## config.mk

```make
export PLATFORM = sky130hd
export DESIGN_NAME = ctm_mmsp430
export DESIGN_NICKNAME = d
export VERILOG_FILES = /design/src/source/ctm_pkg.sv /design/src/source/ctm_mmsp430.sv /design/src/source/ctm_packet_mux.sv /design/src/source/ctm_reg_access.sv /design/src/source/ctm_event_fifo.sv /design/src/source/ctm_event_detect.sv
export VERILOG_INCLUDE_DIRS = /design/src /design/src/source
export SDC_FILE = /design/constraint.sdc
export NUM_CORES = 1
export LEC_CHECK = 0
export BUFFER_PORTS_ARGS = -buffer_cell sky130_fd_sc_hd__buf_2
export CAP_MARGIN = 20
export CORE_UTILIZATION = 60
export CTS_BUF_LIST = sky130_fd_sc_hd__clkbuf_16
export DETAILED_ROUTE_END_ITERATION = 16
export PLACE_DENSITY_LB_ADDON = 0.12
export SETUP_SLACK_MARGIN = 0.05
export SLEW_MARGIN = 5
export SYNTH_ARGS = -nofsm -noshare
export SYNTH_HDL_FRONTEND = slang
export SYNTH_SLANG_ARGS = --single-unit
```

## constraint.sdc

```tcl
create_clock -name clk -period 28.2 [get_ports clk]
set_clock_uncertainty 0.2 [all_clocks]
set_input_delay 4.23 -clock clk [delete_from_list [all_inputs] [get_ports clk]]
set_output_delay 4.23 -clock clk [all_outputs]
set_load 0.02 [all_outputs]
```

## src/source/ctm_defs.svh

```systemverilog
// Width, depth, register address and packet code macros for the core trace module
`ifndef CTM_DEFS_SVH
`define CTM_DEFS_SVH

// Vector widths
`define CTM_FLIT_W        16
`define CTM_ADDR_W        32
`define CTM_TSTAMP_W      32
`define CTM_DROP_W        8
`define CTM_MOD_ID_W      16

`define CTM_FIFO_DEPTH    4        // Event buffer entries
`define CTM_EVENT_FLITS   10       // dest, src, hdr, 2x tstamp, 2x pc, 2x npc, flags

// Identity
`define CTM_MOD_TYPE      16'h0005
`define CTM_MOD_VERSION   16'h0001

// Register map
`define CTM_REG_MOD_ID    16'd0
`define CTM_REG_VERSION   16'd1
`define CTM_REG_EVENT_DEST 16'd2
`define CTM_REG_CTRL      16'd3

// Header flit fields
`define CTM_HDR_TYPE      15:14
`define CTM_HDR_SUB       13:10
`define CTM_TYPE_REG      2'd0
`define CTM_TYPE_EVENT    2'd2

// Subtypes
`define CTM_SUB_REQ_READ    4'd0
`define CTM_SUB_REQ_WRITE   4'd1
`define CTM_SUB_RESP_READ   4'd8
`define CTM_SUB_RESP_WRITE  4'd9
`define CTM_SUB_RESP_ERROR  4'd10

`endif
```

## src/source/ctm_pkg.sv

```systemverilog
// Shared vector types and FSM state encodings of the core trace module
`include "ctm_defs.svh"

package ctm_pkg;

  typedef logic [`CTM_FLIT_W-1:0]   flit_t;     // One debug flit payload
  typedef logic [`CTM_ADDR_W-1:0]   addr_t;     // Program counter
  typedef logic [`CTM_TSTAMP_W-1:0] tstamp_t;   // Cycle count
  typedef logic [`CTM_DROP_W-1:0]   drop_cnt_t; // Saturating drop count
  typedef logic [`CTM_MOD_ID_W-1:0] mod_id_t;   // Debug network address

  // Request parser, one state per flit position
  typedef enum logic [2:0] {
    RX_DEST,
    RX_SRC,
    RX_HDR,
    RX_ADDR,
    RX_DATA,
    RX_DRAIN   // Discard rest of packet
  } rx_state_t;

  // Output sequencer
  typedef enum logic [1:0] {
    TX_IDLE,
    TX_ACK_WAIT,  // Ack high until source drops req
    TX_FLITS,
    TX_RELEASE
  } tx_state_t;

endpackage

```

## src/source/ctm_mmsp430.sv

```systemverilog
// Core trace module top level for the MSP430-class CPU trace port
`timescale 1ns/100ps

module ctm_mmsp430 #(
  parameter int MAX_PKT_LEN = 8   // Longest accepted request
) (
  input  logic             clk,
  input  logic             reset,
  input  ctm_pkg::mod_id_t id,
  // CPU execution trace
  input  logic             trace_valid,
  input  ctm_pkg::addr_t   trace_pc,
  input  ctm_pkg::addr_t   trace_jbtarget,  // Used as npc
  input  logic             trace_jal,
  input  logic             trace_jr,
  // Debug input
  input  ctm_pkg::flit_t   debug_in_data,
  input  logic             debug_in_last,
  input  logic             debug_in_valid,
  output logic             debug_in_ready,
  // Debug output
  output ctm_pkg::flit_t   debug_out_data,
  output logic             debug_out_last,
  output logic             debug_out_valid,
  input  logic             debug_out_ready
);

  // Detector to buffer
  logic                  push;
  logic                  full;
  ctm_pkg::tstamp_t      ev_tstamp;
  ctm_pkg::addr_t        ev_pc;
  ctm_pkg::addr_t        ev_npc;
  logic                  ev_call;
  logic                  ev_ret;
  ctm_pkg::drop_cnt_t    ev_drops;

  // Buffer head to mux
  logic                  trace_req;
  logic                  trace_ack;
  ctm_pkg::tstamp_t      head_tstamp;
  ctm_pkg::addr_t        head_pc;
  ctm_pkg::addr_t        head_npc;
  logic                  head_call;
  logic                  head_ret;
  ctm_pkg::drop_cnt_t    head_drops;

  // Register block
  logic                  trace_enable;
  ctm_pkg::mod_id_t      event_dest;
  logic                  resp_req;
  logic                  resp_ack;
  ctm_pkg::mod_id_t      resp_dest;
  ctm_pkg::flit_t        resp_hdr;
  ctm_pkg::flit_t        resp_data;
  logic                  resp_has_data;

  ctm_event_detect u_detect (.*);

  ctm_event_fifo u_fifo (.*);

  ctm_reg_access #(
    .MAX_PKT_LEN(MAX_PKT_LEN)
  ) u_regs (.*);

  ctm_packet_mux u_mux (.*);

endmodule

```

## src/source/ctm_packet_mux.sv

```systemverilog
// Output packet selector and flit sequencer for trace and response packets
`timescale 1ns/100ps
`include "ctm_defs.svh"

module ctm_packet_mux (
  input  logic               clk,
  input  logic               reset,
  input  ctm_pkg::mod_id_t   id,
  input  ctm_pkg::mod_id_t   event_dest,
  input  logic               trace_req,
  output logic               trace_ack,
  input  ctm_pkg::tstamp_t   head_tstamp,
  input  ctm_pkg::addr_t     head_pc,
  input  ctm_pkg::addr_t     head_npc,
  input  logic               head_call,
  input  logic               head_ret,
  input  ctm_pkg::drop_cnt_t head_drops,
  input  logic               resp_req,
  output logic               resp_ack,
  input  ctm_pkg::mod_id_t   resp_dest,
  input  ctm_pkg::flit_t     resp_hdr,
  input  ctm_pkg::flit_t     resp_data,
  input  logic               resp_has_data,
  output ctm_pkg::flit_t     debug_out_data,
  output logic               debug_out_last,
  output logic               debug_out_valid,
  input  logic               debug_out_ready
);

  localparam int IDX_W = $clog2(`CTM_EVENT_FLITS);

  ctm_pkg::tx_state_t state;
  logic [IDX_W-1:0]   idx;        // Flit position in packet
  logic               sel_resp;   // 1: response, 0: trace
  ctm_pkg::mod_id_t   ev_dest_q;  // Destination frozen for the packet
  ctm_pkg::flit_t     ev_flit;
  ctm_pkg::flit_t     rsp_flit;
  logic               ev_last;
  logic               rsp_last;
  logic               src_req;

  assign src_req         = sel_resp ? resp_req : trace_req;
  assign debug_out_valid = (state == ctm_pkg::TX_FLITS);
  assign debug_out_data  = sel_resp ? rsp_flit : ev_flit;
  assign debug_out_last  = sel_resp ? rsp_last : ev_last;

  assign ev_last  = (idx == IDX_W'(`CTM_EVENT_FLITS - 1));
  assign rsp_last = (idx == (resp_has_data ? IDX_W'(3) : IDX_W'(2)));

  // Flit word by position
  always_comb begin
    case (idx)
      IDX_W'(0): ev_flit = ev_dest_q;
      IDX_W'(1): ev_flit = id;
      IDX_W'(2): ev_flit = {`CTM_TYPE_EVENT, 14'b0};
      IDX_W'(3): ev_flit = head_tstamp[15:0];
      IDX_W'(4): ev_flit = head_tstamp[31:16];
      IDX_W'(5): ev_flit = head_pc[15:0];
      IDX_W'(6): ev_flit = head_pc[31:16];
      IDX_W'(7): ev_flit = head_npc[15:0];
      IDX_W'(8): ev_flit = head_npc[31:16];
      default:   ev_flit = {head_drops, 6'b0, head_ret, head_call};  // Flags
    endcase
    case (idx)
      IDX_W'(0): rsp_flit = resp_dest;
      IDX_W'(1): rsp_flit = id;
      IDX_W'(2): rsp_flit = resp_hdr;
      default:   rsp_flit = resp_data;
    endcase
  end

  always_ff @(posedge clk) begin
    if (reset) begin
      state     <= ctm_pkg::TX_IDLE;
      idx       <= '0;
      sel_resp  <= 1'b0;
      trace_ack <= 1'b0;
      resp_ack  <= 1'b0;
    end else begin
      case (state)
        ctm_pkg::TX_IDLE: begin
          idx <= '0;
          if (resp_req || trace_req) begin
            sel_resp <= resp_req;        // Response wins at a boundary
            state    <= ctm_pkg::TX_FLITS;
          end
        end
        ctm_pkg::TX_FLITS: begin
          if (debug_out_ready) begin     // Otherwise just hold
            if (debug_out_last) begin
              trace_ack <= !sel_resp;
              resp_ack  <= sel_resp;
              state     <= ctm_pkg::TX_ACK_WAIT;
            end else begin
              idx <= idx + 1'b1;
            end
          end
        end
        ctm_pkg::TX_ACK_WAIT: begin
          if (!src_req) begin            // Source released, step 4
            trace_ack <= 1'b0;
            resp_ack  <= 1'b0;
            state     <= ctm_pkg::TX_RELEASE;
          end
        end
        default: state <= ctm_pkg::TX_IDLE;   // Ack low one cycle
      endcase
    end
  end

  always_ff @(posedge clk) begin
    if (state == ctm_pkg::TX_IDLE)
      ev_dest_q <= event_dest;
  end

  // Held flit must not change under back-pressure
  a_flit_hold: assert property (@(posedge clk) disable iff (reset)
    debug_out_valid && !debug_out_ready |=>
      debug_out_valid && $stable(debug_out_data) && $stable(debug_out_last));

endmodule

```

## src/source/ctm_reg_access.sv

```systemverilog
// Register request parser, register file and response builder
`timescale 1ns/100ps
`include "ctm_defs.svh"

module ctm_reg_access #(
  parameter int MAX_PKT_LEN = 8
) (
  input  logic             clk,
  input  logic             reset,
  input  ctm_pkg::mod_id_t id,
  input  ctm_pkg::flit_t   debug_in_data,
  input  logic             debug_in_last,
  input  logic             debug_in_valid,
  output logic             debug_in_ready,
  input  logic             resp_ack,
  output logic             trace_enable,
  output ctm_pkg::mod_id_t event_dest,
  output logic             resp_req,
  output ctm_pkg::mod_id_t resp_dest,
  output ctm_pkg::flit_t   resp_hdr,
  output ctm_pkg::flit_t   resp_data,
  output logic             resp_has_data
);

  localparam int CNT_W = $clog2(MAX_PKT_LEN + 2);

  ctm_pkg::rx_state_t state;
  logic [CNT_W-1:0]   cnt;        // Flits taken so far in this packet
  logic [3:0]         req_sub;
  ctm_pkg::flit_t     req_addr;
  ctm_pkg::flit_t     cur_addr;
  ctm_pkg::flit_t     rd_val;
  logic               take;
  logic               too_long;
  logic               done;       // Last flit of a well-formed request
  logic               is_read;
  logic               reg_hit;
  logic               wr_ok;
  logic [3:0]         resp_sub;

  assign debug_in_ready = !resp_req;   // Stall input while answering
  assign take     = debug_in_valid && debug_in_ready;
  assign too_long = (cnt >= CNT_W'(MAX_PKT_LEN));
  assign is_read  = (state == ctm_pkg::RX_ADDR);  // Reads end on address flit
  assign done     = take && debug_in_last && !too_long &&
                    ((is_read && req_sub == `CTM_SUB_REQ_READ) ||
                     state == ctm_pkg::RX_DATA);
  assign cur_addr = is_read ? debug_in_data : req_addr;

  // Register decode
  always_comb begin
    reg_hit = 1'b1;
    wr_ok   = 1'b0;
    rd_val  = '0;
    case (cur_addr)
      `CTM_REG_MOD_ID:  rd_val = `CTM_MOD_TYPE;
      `CTM_REG_VERSION: rd_val = `CTM_MOD_VERSION;
      `CTM_REG_EVENT_DEST: begin
        rd_val = event_dest;
        wr_ok  = 1'b1;
      end
      `CTM_REG_CTRL: begin
        rd_val = {15'b0, trace_enable};
        wr_ok  = 1'b1;
      end
      default: reg_hit = 1'b0;   // Unknown address
    endcase
    if (!reg_hit || (!is_read && !wr_ok))
      resp_sub = `CTM_SUB_RESP_ERROR;
    else
      resp_sub = is_read ? `CTM_SUB_RESP_READ : `CTM_SUB_RESP_WRITE;
  end

  always_ff @(posedge clk) begin
    if (reset) begin
      state        <= ctm_pkg::RX_DEST;
      cnt          <= '0;
      resp_req     <= 1'b0;
      trace_enable <= 1'b0;
      event_dest   <= '0;
    end else begin
      if (resp_req && resp_ack)
        resp_req <= 1'b0;          // Mux is done, back to receiving
      if (done) begin
        resp_req <= 1'b1;
        if (!is_read && wr_ok && req_addr == `CTM_REG_EVENT_DEST)
          event_dest <= debug_in_data;
        if (!is_read && wr_ok && req_addr == `CTM_REG_CTRL)
          trace_enable <= debug_in_data[0];
      end
      if (take) begin
        cnt <= too_long ? cnt : cnt + 1'b1;
        case (state)
          ctm_pkg::RX_DEST: state <= (debug_in_data == id) ? ctm_pkg::RX_SRC
                                                            : ctm_pkg::RX_DRAIN;
          ctm_pkg::RX_SRC:  state <= ctm_pkg::RX_HDR;
          ctm_pkg::RX_HDR: begin
            if (debug_in_data[`CTM_HDR_TYPE] == `CTM_TYPE_REG &&
                (debug_in_data[`CTM_HDR_SUB] == `CTM_SUB_REQ_READ ||
                 debug_in_data[`CTM_HDR_SUB] == `CTM_SUB_REQ_WRITE))
              state <= ctm_pkg::RX_ADDR;
            else
              state <= ctm_pkg::RX_DRAIN;   // Not a register request
          end
          ctm_pkg::RX_ADDR: state <= (req_sub == `CTM_SUB_REQ_WRITE) ? ctm_pkg::RX_DATA
                                                                      : ctm_pkg::RX_DRAIN;
          default: state <= ctm_pkg::RX_DRAIN;  // Extra flits after data
        endcase
        if (too_long)
          state <= ctm_pkg::RX_DRAIN;
        if (debug_in_last) begin
          state <= ctm_pkg::RX_DEST;     // Short packets drop here too
          cnt   <= '0;
        end
      end
    end
  end

  // Request fields and response words
  always_ff @(posedge clk) begin
    if (take && state == ctm_pkg::RX_SRC)
      resp_dest <= debug_in_data;     // Answer goes back to sender
    if (take && state == ctm_pkg::RX_HDR)
      req_sub <= debug_in_data[`CTM_HDR_SUB];
    if (take && state == ctm_pkg::RX_ADDR)
      req_addr <= debug_in_data;
    if (done) begin
      resp_hdr      <= {`CTM_TYPE_REG, resp_sub, 10'b0};
      resp_data     <= rd_val;
      resp_has_data <= (resp_sub == `CTM_SUB_RESP_READ);
    end
  end

endmodule

```

## src/source/ctm_event_fifo.sv

```systemverilog
// Circular event buffer offering its head entry by four-phase handshake
`timescale 1ns/100ps
`include "ctm_defs.svh"

module ctm_event_fifo (
  input  logic               clk,
  input  logic               reset,
  input  logic               push,
  input  ctm_pkg::tstamp_t   ev_tstamp,
  input  ctm_pkg::addr_t     ev_pc,
  input  ctm_pkg::addr_t     ev_npc,
  input  logic               ev_call,
  input  logic               ev_ret,
  input  ctm_pkg::drop_cnt_t ev_drops,
  input  logic               trace_ack,
  output logic               full,
  output logic               trace_req,
  output ctm_pkg::tstamp_t   head_tstamp,
  output ctm_pkg::addr_t     head_pc,
  output ctm_pkg::addr_t     head_npc,
  output logic               head_call,
  output logic               head_ret,
  output ctm_pkg::drop_cnt_t head_drops
);

  localparam int DEPTH = `CTM_FIFO_DEPTH;
  localparam int PTR_W = (DEPTH > 1) ? $clog2(DEPTH) : 1;
  localparam int CNT_W = $clog2(DEPTH + 1);

  ctm_pkg::tstamp_t   mem_tstamp [DEPTH];
  ctm_pkg::addr_t     mem_pc     [DEPTH];
  ctm_pkg::addr_t     mem_npc    [DEPTH];
  logic [1:0]         mem_flags  [DEPTH];   // {ret, call}
  ctm_pkg::drop_cnt_t mem_drops  [DEPTH];

  logic [PTR_W-1:0] wr_ptr;
  logic [PTR_W-1:0] rd_ptr;
  logic [CNT_W-1:0] count;
  logic             pop;

  function automatic logic [PTR_W-1:0] ptr_inc(input logic [PTR_W-1:0] p);
    return (p == PTR_W'(DEPTH - 1)) ? '0 : p + 1'b1;   // Any depth wraps
  endfunction

  assign pop  = trace_req && trace_ack;    // Step 3 of handshake
  // Counts the push in flight, detector samples full an edge early
  assign full = (count == CNT_W'(DEPTH)) || (push && count == CNT_W'(DEPTH - 1));

  always_ff @(posedge clk) begin
    if (reset) begin
      wr_ptr    <= '0;
      rd_ptr    <= '0;
      count     <= '0;
      trace_req <= 1'b0;
    end else begin
      if (push)
        wr_ptr <= ptr_inc(wr_ptr);
      if (pop)
        rd_ptr <= ptr_inc(rd_ptr);
      count <= count + CNT_W'(push) - CNT_W'(pop);
      if (pop)
        trace_req <= 1'b0;
      else if (!trace_req && !trace_ack && count != '0)
        trace_req <= 1'b1;   // Offer head once mux has released ack
    end
  end

  always_ff @(posedge clk) begin
    if (push) begin
      mem_tstamp[wr_ptr] <= ev_tstamp;
      mem_pc[wr_ptr]     <= ev_pc;
      mem_npc[wr_ptr]    <= ev_npc;
      mem_flags[wr_ptr]  <= {ev_ret, ev_call};
      mem_drops[wr_ptr]  <= ev_drops;
    end
  end

  // Head stays put while req is high
  assign head_tstamp = mem_tstamp[rd_ptr];
  assign head_pc     = mem_pc[rd_ptr];
  assign head_npc    = mem_npc[rd_ptr];
  assign head_call   = mem_flags[rd_ptr][0];
  assign head_ret    = mem_flags[rd_ptr][1];
  assign head_drops  = mem_drops[rd_ptr];

  // Push never lands on a full buffer
  a_no_overflow: assert property (@(posedge clk) disable iff (reset)
    push |-> count != CNT_W'(DEPTH));

  // Mux acknowledges only an offered head
  a_ack_after_req: assert property (@(posedge clk) disable iff (reset)
    $rose(trace_ack) |-> trace_req);

endmodule

```

## src/source/ctm_event_detect.sv

```systemverilog
// Call and return detection with timestamp and drop counters
`timescale 1ns/100ps

module ctm_event_detect (
  input  logic               clk,
  input  logic               reset,
  input  logic               trace_valid,
  input  ctm_pkg::addr_t     trace_pc,
  input  ctm_pkg::addr_t     trace_jbtarget,
  input  logic               trace_jal,
  input  logic               trace_jr,
  input  logic               trace_enable,
  input  logic               full,
  output logic               push,
  output ctm_pkg::tstamp_t   ev_tstamp,
  output ctm_pkg::addr_t     ev_pc,
  output ctm_pkg::addr_t     ev_npc,
  output logic               ev_call,
  output logic               ev_ret,
  output ctm_pkg::drop_cnt_t ev_drops
);

  ctm_pkg::tstamp_t   tstamp;   // Free-running cycle count
  ctm_pkg::drop_cnt_t drops;    // Events lost since last push
  logic               ev_hit;
  logic               accept;

  assign ev_hit = trace_valid && trace_enable && (trace_jal || trace_jr);
  assign accept = ev_hit && !full;

  always_ff @(posedge clk) begin
    if (reset) begin
      tstamp <= '0;
      drops  <= '0;
      push   <= 1'b0;
    end else begin
      tstamp <= tstamp + 1'b1;
      push   <= accept;                // Lands in buffer next edge
      if (ev_hit && full) begin
        if (drops != '1)
          drops <= drops + 1'b1;       // Saturate
      end else if (accept) begin
        drops <= '0;                   // Handed over with this event
      end
    end
  end

  // Event words, only sampled on accept
  always_ff @(posedge clk) begin
    if (accept) begin
      ev_tstamp <= tstamp;             // Count at the accepting edge
      ev_pc     <= trace_pc;
      ev_npc    <= trace_jbtarget;
      ev_call   <= trace_jal;
      ev_ret    <= trace_jr;
      ev_drops  <= drops;
    end
  end

endmodule

```

==> impl_metrics.tcl, run 1 <==
set metrics [dict create \
    cts_resized 0 \
    cts.hold.buffers_added 0 \
    numPortBuffers 122 \
    insertion_delay_ns 0.60 \
    ys_ff_latch 686 \
    cts_max_level 3 \
    postCtsSetupBuffers 0 \
    cp.arrival_ns 6.00 \
    post_drt_via_cell_ratio 6.45 \
    grt_start_max_net_pins 109 \
    syn-num-nets 1717 \
    synth-seq-area-share 0.738 \
    finalCritPeriodShare 0.370 \
    num_vias 15200 \
    regArea_um2 19800 \
    fillers 3024 \
    status "finished, final reports clean" \
    grt_first_pass_wirelength_mm 94.0 \
    gp_congestion 0.949 \
    hpwl_mm 41.1 \
    final.setup.tns_ns 0 \
    final_nets 1850 \
    rrSetupSlack_ns 24.64 \
    hold_viol_final 0 \
    synth.area.top_cells "edfxtp_1 (67%), dfxtp_1 (6.4%), mux2i_1 (4.4%)" \
    slowest_delay_ns 0.55 \
    p_leak_uw 0.00968 \
    holdWs_ns 0.235 \
    async_flop_share 0 \
    critPathLaunch "id[15]" \
    ys_warn_count 0 \
    initial_core_util 0.607 \
    synth_common_cells "edfxtp_1 (601), mux2i_1 (117), dfxtp_1 (85)" \
    grt_use_total 0.290 \
    synth.largest_area_cell "edfxtp_1" \
    reg2reg_from "u_regs.trace_enable$_SDFFE_PP0P_" \
    crit_path_top_delay_cell "or4_1" \
    rsz0062_at_grt "false" \
    worst_pin_slew_ns 1.21 \
    critPathCapture "debug_out_data[15]" \
    synth_edf_count 601 \
    syn_to_final_growth_pct 12.0 \
    maxSlewViolCount 0 \
    max-cap-violations 0 \
    setup_viol 0 \
    die_y_um 213 \
    cp-end-kind "output pin" \
    hold_path_class "flop to flop" \
    yosysUniqueCellTypes 74 \
    multiInputGateArea_um2 6510 \
    root_buffer "clkbuf_16" \
    power_density_nw_per_um2 68.3 \
    period_needed_ns 10.43 \
    cts_tree "yes" \
    ant_nets 0 \
    drc_errors 0 \
    clkTransAtPathRegs_ns 0.06 \
    reg2reg_depth 4 \
    drive_gt1_frac 0.179 \
    worstSetupPathType "input port to output pin" \
    path_cells "buf_2, a221oi_1, o22ai_1, or4_1, nor4_1, o22ai_1, buf_2" \
    dieArea_um2 45500 \
    synth.top_cell.area_share 0.674 \
    relSlewSlack 0.192 \
    peakVddDrop_uv 53.2 \
    r2r-end "u_detect.ev_pc[22]$_DFFE_PP_" \
    syn_inst 1593 \
    clkSinkCount 686 \
    dr.pass1.iters 8 \
    drt-initial-drc-count 1866 \
    cts_buffer_depth 3 \
    required_ns 23.77 \
    wl_mm 64.6 \
    syn_area_um2 26800 \
    fp.dieW_um 213 \
    crit_fanout 3 \
    overflow 0 \
    core_um2 44100 \
    io_pins 123 \
    antenna_found_initial 0 \
    numCtsBuffers 69 \
    syn_avg_cell_area_um2 16.8 \
    cp-start-kind "input port" \
    grt_pass1_vias 14700 \
    row_count 77 \
    fmax_mhz 95.8 \
    ys.flop_type "edfxtp_1" \
    wl_per_cell_um 27.3 \
    synth.most_common_cell "edfxtp_1" \
]
-- sequential cells by signal (all words and copies together) (netlist names), 3 cells and up, named ones only --
name / flops
u_fifo.mem_npc: 128
u_fifo.mem_pc: 128
u_fifo.mem_tstamp: 128
u_detect.ev_npc: 32
u_detect.ev_pc: 32
u_detect.ev_tstamp: 32
u_detect.tstamp: 32
u_fifo.mem_drops: 32
u_mux.ev_dest_q: 16
u_regs.event_dest: 16
u_regs.req_addr: 16
u_regs.resp_data: 16
u_regs.resp_dest: 16
u_detect.drops: 8
u_detect.ev_drops: 8
u_fifo.mem_flags: 8
u_mux.idx: 4
u_regs.cnt: 4
u_regs.req_sub: 4
u_fifo.count: 3
u_regs.state: 3
-- per-stage QoR --
step	instance area (um2)	util	setup slack, ns	std cells	power, uW
6_report	30000	0.679	17.77	2365	2050
5_1_grt	30000	0.679	17.61	2364	2100
4_1_cts	30000	0.679	17.78	2363	2050
3_5_place_dp	27900	0.633	17.79	2246	1240
3_3_place_gp	27900	0.633	17.80	2246	1240
2_1_floorplan	26800	-	15.19	1593	1190
-- kinds of logic after synthesis --
logic type               count (synthesis)  synth area share
adder cells (fa/ha/maj)                 20           0.00963
multiplexers                           170            0.0867
buffers and inverters                  115            0.0207
AO/OA/AOI/OAI                          221            0.0603
AND/OR/NAND/NOR                        330            0.0682
XOR/XNOR                                51            0.0167
flip-flops                             686             0.738
-- final cells by class --
cell class / instances / area share
flip-flops and latches: 686 / 0.659
multi-input cells: 792 / 0.217
well taps: 592 / 0.0247
clock inverters: 48 / 0.00960
inverters: 29 / 0.00422
diodes: 1 / 0.0000835
repair buffers: 148 / 0.0275
clock buffers: 69 / 0.0576
-- worst max-delay path: cells and delay by family --
| kind | cells | cell delay, ns |
|---|---|---|
| AOI/OAI and AO/OA | 3 | 0.61 |
| buffers and inverters | 2 | 0.30 |
| and+or+nand+nor | 2 | 0.85 |
-- power breakdown --
group	internal (uW)	switching, uW
Combinational	41.5	71.2
Sequential	1100	5.76
Clock	462	363
Total	1610	440
-- layer usage --
metal  vias to the layer above  global-route usage  wire, um
met5                         -                   0         0
met1                      7678               0.406     25800
li1                       6616                   -         -
met3                       171              0.0566      5590
met4                         0               0.147      3540
met2                       782               0.439     29700
-- worst min path at each step --
stage / start / to / slack (ns) / cells past startpoint
2_1_floorplan: u_regs.event_dest[15]$_SDFFE_PP0P_ / u_mux.ev_dest_q[15]$_DFFE_PP_ / 0.22 / 0
3_5_place_dp: u_detect.tstamp[16]$_SDFF_PP0_ / u_detect.ev_tstamp[16]$_DFFE_PP_ / 0.24 / 0
4_1_cts: u_detect.tstamp[31]$_SDFF_PP0_ / u_detect.ev_tstamp[31]$_DFFE_PP_ / 0.24 / 0
5_1_grt: u_detect.tstamp[31]$_SDFF_PP0_ / u_detect.ev_tstamp[31]$_DFFE_PP_ / 0.24 / 0
6_report: u_detect.tstamp[31]$_SDFF_PP0_ / u_detect.ev_tstamp[31]$_DFFE_PP_ / 0.24 / 0
3_3_place_gp: u_detect.tstamp[16]$_SDFF_PP0_ / u_detect.ev_tstamp[16]$_DFFE_PP_ / 0.24 / 0
-- placed cells by master, fill, tap and decap left out, types with 7 or more instances in the layout --
cell       count
edfxtp_1     601
buf_2        122
mux2i_1      117
dfxtp_1       83
nor2_1        74
clkbuf_16     69
nand2_1       54
mux4_2        49
o22ai_1       46
inv_1         43
a21oi_1       43
nand4_1       38
xor2_1        27
nor4_1        26
xnor2_1       24
buf_4         24
and2_1        19
nand3_1       19
ha_1          19
nor3_1        16
a22oi_1       16
clkinv_1      15
o21ai_0       15
a221oi_1      12
o31ai_2       11
a32oi_1        9
a222oi_1       9
o31ai_1        9
clkinv_2       9
a31oi_1        8
and4_1         8
o32ai_1        7
o211a_1        7
nor4b_1        7
or3_1          7
No activity file was read; power rests on OpenSTA's default activity.
==> inputs of run 2 (changes only) <==
Settings changed: CORE_UTILIZATION 60 to 55.
Clock period 28.2 ns to 9.35 ns, I/O delays scaled along.
==> impl_metrics.tcl, run 2 (synthesized netlist as in run 1, its figures left out) <==
set metrics [dict create \
    final_nets 1847 \
    top_regs "u_fifo.mem_npc x128, u_fifo.mem_pc x128, u_fifo.mem_tstamp x128" \
    insertion_delay_ns 0.59 \
    cp-start-kind "flop" \
    required_ns 7.75 \
    initial_core_util 0.559 \
    crit_path_top_delay_cell "buf_4" \
    cts.hold.buffers_added 0 \
    syn_to_final_growth_pct 12.6 \
    drive_gt1_frac 0.178 \
    place_inst 2263 \
    finalCritPeriodShare 0.653 \
    fillers 3473 \
    die_y_um 223 \
    grt_pass1_vias 14400 \
    multiInputGateArea_um2 6530 \
    rsz0062_at_grt "false" \
    slowest_delay_ns 0.77 \
    p_leak_uw 0.00970 \
    drt-initial-drc-count 1735 \
    post_drt_via_cell_ratio 6.26 \
    numPortBuffers 122 \
    clkSinkCount 686 \
    worstSetupPathType "flop to output pin" \
    final_cell_mix "edfxtp_1 (601), buf_2 (122), mux2i_1 (117)" \
    reg2reg_from "u_mux.sel_resp$_SDFFE_PP0P_" \
    maxSlewViolCount 0 \
    antenna_found_initial 0 \
    cts_resized 0 \
    hold_viol_final 0 \
    grt_use_total 0.255 \
    fin_cells 2389 \
    relSlewSlack 0.262 \
    fmax_mhz 164 \
    reg2reg_depth 6 \
    gp_congestion 0.854 \
    num_vias 15000 \
    r2r-end "u_mux.idx[2]$_SDFFE_PP0P_" \
    ant_nets 0 \
    core_um2 47800 \
    numCtsBuffers 70 \
    postCtsSetupBuffers 0 \
    hpwl_mm 39.6 \
    fp.dieW_um 223 \
    wl_mm 62.9 \
    cp.depth 7 \
    io_pins 123 \
    cts_tree "yes" \
    cts_buffer_depth 3 \
    setup_viol 0 \
    critPathCapture "debug_out_data[14]" \
    cp-end-kind "output pin" \
    overflow 0 \
    period_needed_ns 6.10 \
    peakVddDrop_uv 128 \
    grt_first_pass_wirelength_mm 92.6 \
    dieArea_um2 49600 \
    crit_fanout 49 \
    antenna_cells 0 \
    final_common_cell "edfxtp_1" \
    drc_errors 0 \
    grt_start_max_net_pins 125 \
    status "finished, final reports clean" \
    path_cells "buf_4, nand4bb_1, o22ai_1, or4_1, nor4_1, o22ai_1, buf_2" \
    regArea_um2 19800 \
    fin_ws_ns 3.25 \
    cpMostUsedCell "o22ai_1" \
    final.setup.tns_ns 0 \
    pre_cts_slack_ns 3.88 \
    clkTransAtPathRegs_ns 0.06 \
    worst_pin_slew_ns 1.11 \
    max-cap-violations 0 \
    wl_per_cell_um 26.3 \
    power_density_nw_per_um2 209 \
    row_count 80 \
    crit_family "simple AND/OR/NAND/NOR gates" \
    dr.pass1.iters 7 \
    root_buffer "clkbuf_16" \
    cts_max_level 3 \
    worst-path-buf-inv 2 \
    cp.arrival_ns 4.50 \
    rrSetupSlack_ns 6.50 \
    hold_path_class "flop to flop" \
]
[run 2: cell types whose count changed in the layout (fill, tap and decap cells not counted), sizes merged]
cell and delta:
inv -6, clkinvlp +2, bufinv +1, diode -1, buf -4, clkbuf +4, clkinv +5
[run 2: worst min path at each step]
stage	from	endpoint	slack [ns]	cells past startpoint
final	u_regs.event_dest[3]$_SDFFE_PP0P_	u_mux.ev_dest_q[3]$_DFFE_PP_	0.25	0
after global routing	u_detect.tstamp[16]$_SDFF_PP0_	u_detect.ev_tstamp[16]$_DFFE_PP_	0.27	0
after CTS	u_regs.event_dest[3]$_SDFFE_PP0P_	u_mux.ev_dest_q[3]$_DFFE_PP_	0.25	0
after detailed placement	u_regs.event_dest[3]$_SDFFE_PP0P_	u_mux.ev_dest_q[3]$_DFFE_PP_	0.23	0
after global placement	u_regs.event_dest[0]$_SDFFE_PP0P_	u_mux.ev_dest_q[0]$_DFFE_PP_	0.23	0
after floorplan	u_regs.event_dest[15]$_SDFFE_PP0P_	u_mux.ev_dest_q[15]$_DFFE_PP_	0.22	0
[run 2: power breakdown]
part | switching (uW) | internal, uW | leakage, uW
Sequential | 15.4 | 3330 | 0.00614
Clock | 1100 | 1490 | 0.00109
Combinational | 249 | 125 | 0.00247
Total | 1360 | 4940 | 0.00970
[run 2: metrics by stage]
step	power, uW	cell area (um2)	hold WS, ns	util
2_1_floorplan	3600	26800	0.222	-
3_3_place_gp	3770	27900	0.234	0.584
3_5_place_dp	3770	28000	0.235	0.584
4_1_cts	6340	30100	0.248	0.628
5_1_grt	6470	30100	0.268	0.630
6_report	6300	30100	0.245	0.630
[run 2: worst register-to-register path, delay by kind of cell (launching register included)]
| kind | cells | cell delay (ns) |
|---|---|---|
| buf+inv | 2 | 0.97 |
| simple gates | 2 | 0.50 |
| compound gates | 2 | 0.69 |
| flops | 1 | 0.30 |
[run 2: area by class of cell]
class / count / area share
timing repair buffer: 144 / 0.0280
sequential: 686 / 0.656
clock buffer: 73 / 0.0606
tap: 615 / 0.0255
multi-input combinational: 792 / 0.216
clock inverter: 50 / 0.00967
inverter: 29 / 0.00419
[run 2: metal layers]
| metal | vias to the layer above | share of wire | global-route usage |
|---|---|---|---|
| met1 | 7559 | 0.43 | 0.369 |
| met2 | 664 | 0.46 | 0.392 |
| met4 | 0 | 0.031 | 0.0859 |
| li1 | 6618 | - | - |
| met3 | 121 | 0.075 | 0.0481 |
| met5 | - | 0 | 0 |
==> inputs of run 3 (changes only) <==
Settings changed: ABC_AREA set to 1.
Clock period 9.35 ns to 5.3 ns, I/O delays scaled along.
==> impl_metrics.tcl, run 3 <==
set metrics [dict create \
    root_buffer "clkbuf_16" \
    cts_resized 0 \
    numCtsBuffers 72 \
    ant_nets 0 \
    grt.busiest_layer "met2" \
    final_cell_mix "edfxtp_1 (601), nand2_1 (484), nor2_1 (384)" \
    initial_core_util 0.563 \
    worst-path-buf-inv 3 \
    cp.arrival_ns 3.25 \
    final.setup.tns_ns 0 \
    max-cap-violations 0 \
    use_met2 0.431 \
    worstSetupPathType "flop to output pin" \
    required_ns 4.30 \
    num_vias 18400 \
    antenna_cells 0 \
    syn-num-nets 2567 \
    path_cells "inv_6, buf_4, o21ai_0, a21oi_1, nor3_1, nand3_1, nand2_1, nand2_1, buf_2" \
    core_um2 49400 \
    hold_viol_final 0 \
    cts_tree "yes" \
    multiInputGateArea_um2 6940 \
    met1_usage 0.394 \
    maxSlewViolCount 0 \
    wl_per_cell_um 21.0 \
    grt_pass1_vias 17600 \
    rsz0062_at_grt "false" \
    overflow 0 \
    clkTransAtPathRegs_ns 0.06 \
    grt_start_max_net_pins 214 \
    async_flop_share 0 \
    insertion_delay_ns 0.60 \
    synth_edf_count 601 \
    hp-start "trace_pc[23]" \
    ys_warn_count 0 \
    dieArea_um2 51400 \
    numPortBuffers 122 \
    crit_family "buffers and inverters" \
    fmax_mhz 236 \
    drc_errors 0 \
    top_regs "u_fifo.mem_npc x128, u_fifo.mem_pc x128, u_fifo.mem_tstamp x128" \
    synth_common_cells "edfxtp_1 (601), nand2_1 (484), nor2_1 (386)" \
    synth.largest_area_cell "edfxtp_1" \
    synth.top_cell.area_share 0.650 \
    fin_ws_ns 1.06 \
    hold_path_class "input port to flop" \
    gp_congestion 0.876 \
    final_common_cell "edfxtp_1" \
    crit_fanout 140 \
    syn_avg_cell_area_um2 11.4 \
    finalCritPeriodShare 0.801 \
    drive_gt1_frac 0.118 \
    p_leak_uw 0.0115 \
    period_needed_ns 4.24 \
    syn_to_final_growth_pct 12.9 \
    power_density_nw_per_um2 385 \
    ys.flop_type "edfxtp_1" \
    final_nets 2690 \
    die_y_um 227 \
    pre_cts_slack_ns 1.67 \
    hpwl_mm 43.7 \
    antenna_found_initial 0 \
    drt-initial-drc-count 1868 \
    worst_pin_slew_ns 1.07 \
    cts.hold.buffers_added 0 \
    syn_inst 2443 \
    io_pins 123 \
    status "finished, final reports clean" \
    synth.most_common_cell "edfxtp_1" \
    relSlewSlack 0.285 \
    syn_area_um2 27800 \
    synth.area.top_cells "edfxtp_1 (65%), nand2_1 (6.5%), dfxtp_1 (6.1%)" \
    post_drt_via_cell_ratio 5.61 \
    synth-seq-area-share 0.711 \
    setup_viol 0 \
    grt_first_pass_wirelength_mm 104 \
    row_count 81 \
    ys_ff_latch 686 \
    fp.dieW_um 227 \
    postCtsSetupBuffers 0 \
    reg2reg_from "u_regs.state[1]$_SDFFE_PP0P_" \
    fillers 3848 \
    cpMostUsedCell "nand2_1" \
    wl_mm 68.9 \
    cts_max_level 3 \
    cts_buffer_depth 3 \
    crit_path_top_delay_cell "inv_6" \
    dr.pass1.iters 5 \
    cp-end-kind "output pin" \
    slowest_delay_ns 0.65 \
    clkSinkCount 686 \
    peakVddDrop_uv 274 \
    yosysUniqueCellTypes 49 \
    met3_usage 0.0363 \
    grt_use_total 0.274 \
    cp-start-kind "flop" \
    regArea_um2 19800 \
]
==> run 3: changes by cell type in the layout (fill, tap and decap cells not counted), sizes merged, moves of 20 or more <==
cell   before  now
nor4       26    3
nor3       17   41
o31ai      20    0
mux2i     117    0
nand3      19  115
inv        40  186
mux4       49    0
nand2      54  491
and2       23    0
xnor2      24    2
nor2       74  398
o21ai      15  203
a21oi      43  103
==> run 3: power by group <==
part | leakage [uW] | internal (uW) | switching (uW)
logic | 0.00405 | 365 | 930
registers | 0.00622 | 5900 | 38.1
clock network | 0.00119 | 2850 | 2000
==> run 3: cells by family after synthesis <==
logic type      after synthesis  synth area share
simple gates               1086             0.162
flops                       686             0.711
compound gates              367            0.0718
buf+inv                     264            0.0398
xor+xnor                     20           0.00631
fa+ha+maj                    20           0.00928
==> run 3: worst paths after layout <==
check,cells past startpoint,end,slack (ns)
max,9,debug_out_data[4],1.06
min,1,u_detect.ev_pc[23]$_DFFE_PP_,0.17
max reg2reg,6,u_regs.resp_data[15]$_DFFE_PP_,2.79
min reg2reg,1,u_fifo.trace_req$_SDFFE_PP0P_,0.26
==> run 3: per-stage QoR <==
step	std cells	area, um2	util	power, uW	hold WS [ns]
finish	3284	31300	0.635	12100	0.171
global route	3284	31300	0.635	12500	0.157
CTS	3283	31300	0.635	12100	0.146
detailed placement	3155	29100	0.589	7350	0.247
global placement	3155	29100	0.589	7340	0.241
floorplan	2443	27800	-	6850	0.208
==> run 3: layout make-up <==
cell class	instances	share of cell area
Sequential cell	686	0.630
Multi-Input combinational cell	1493	0.222
Clock buffer	77	0.0615
Timing Repair Buffer	149	0.0289
Tap cell	664	0.0265
Inverter	164	0.0202
Clock inverter	51	0.0112
==> run 3: routing by layer <==
layer  wire length, um  part of all wire  vias up
met5                 0                 0        -
li1                  -                 -     8676
met3              4370             0.063      105
met2             32600              0.47      671
met4              1860             0.027        0
met1             30100              0.44     8965
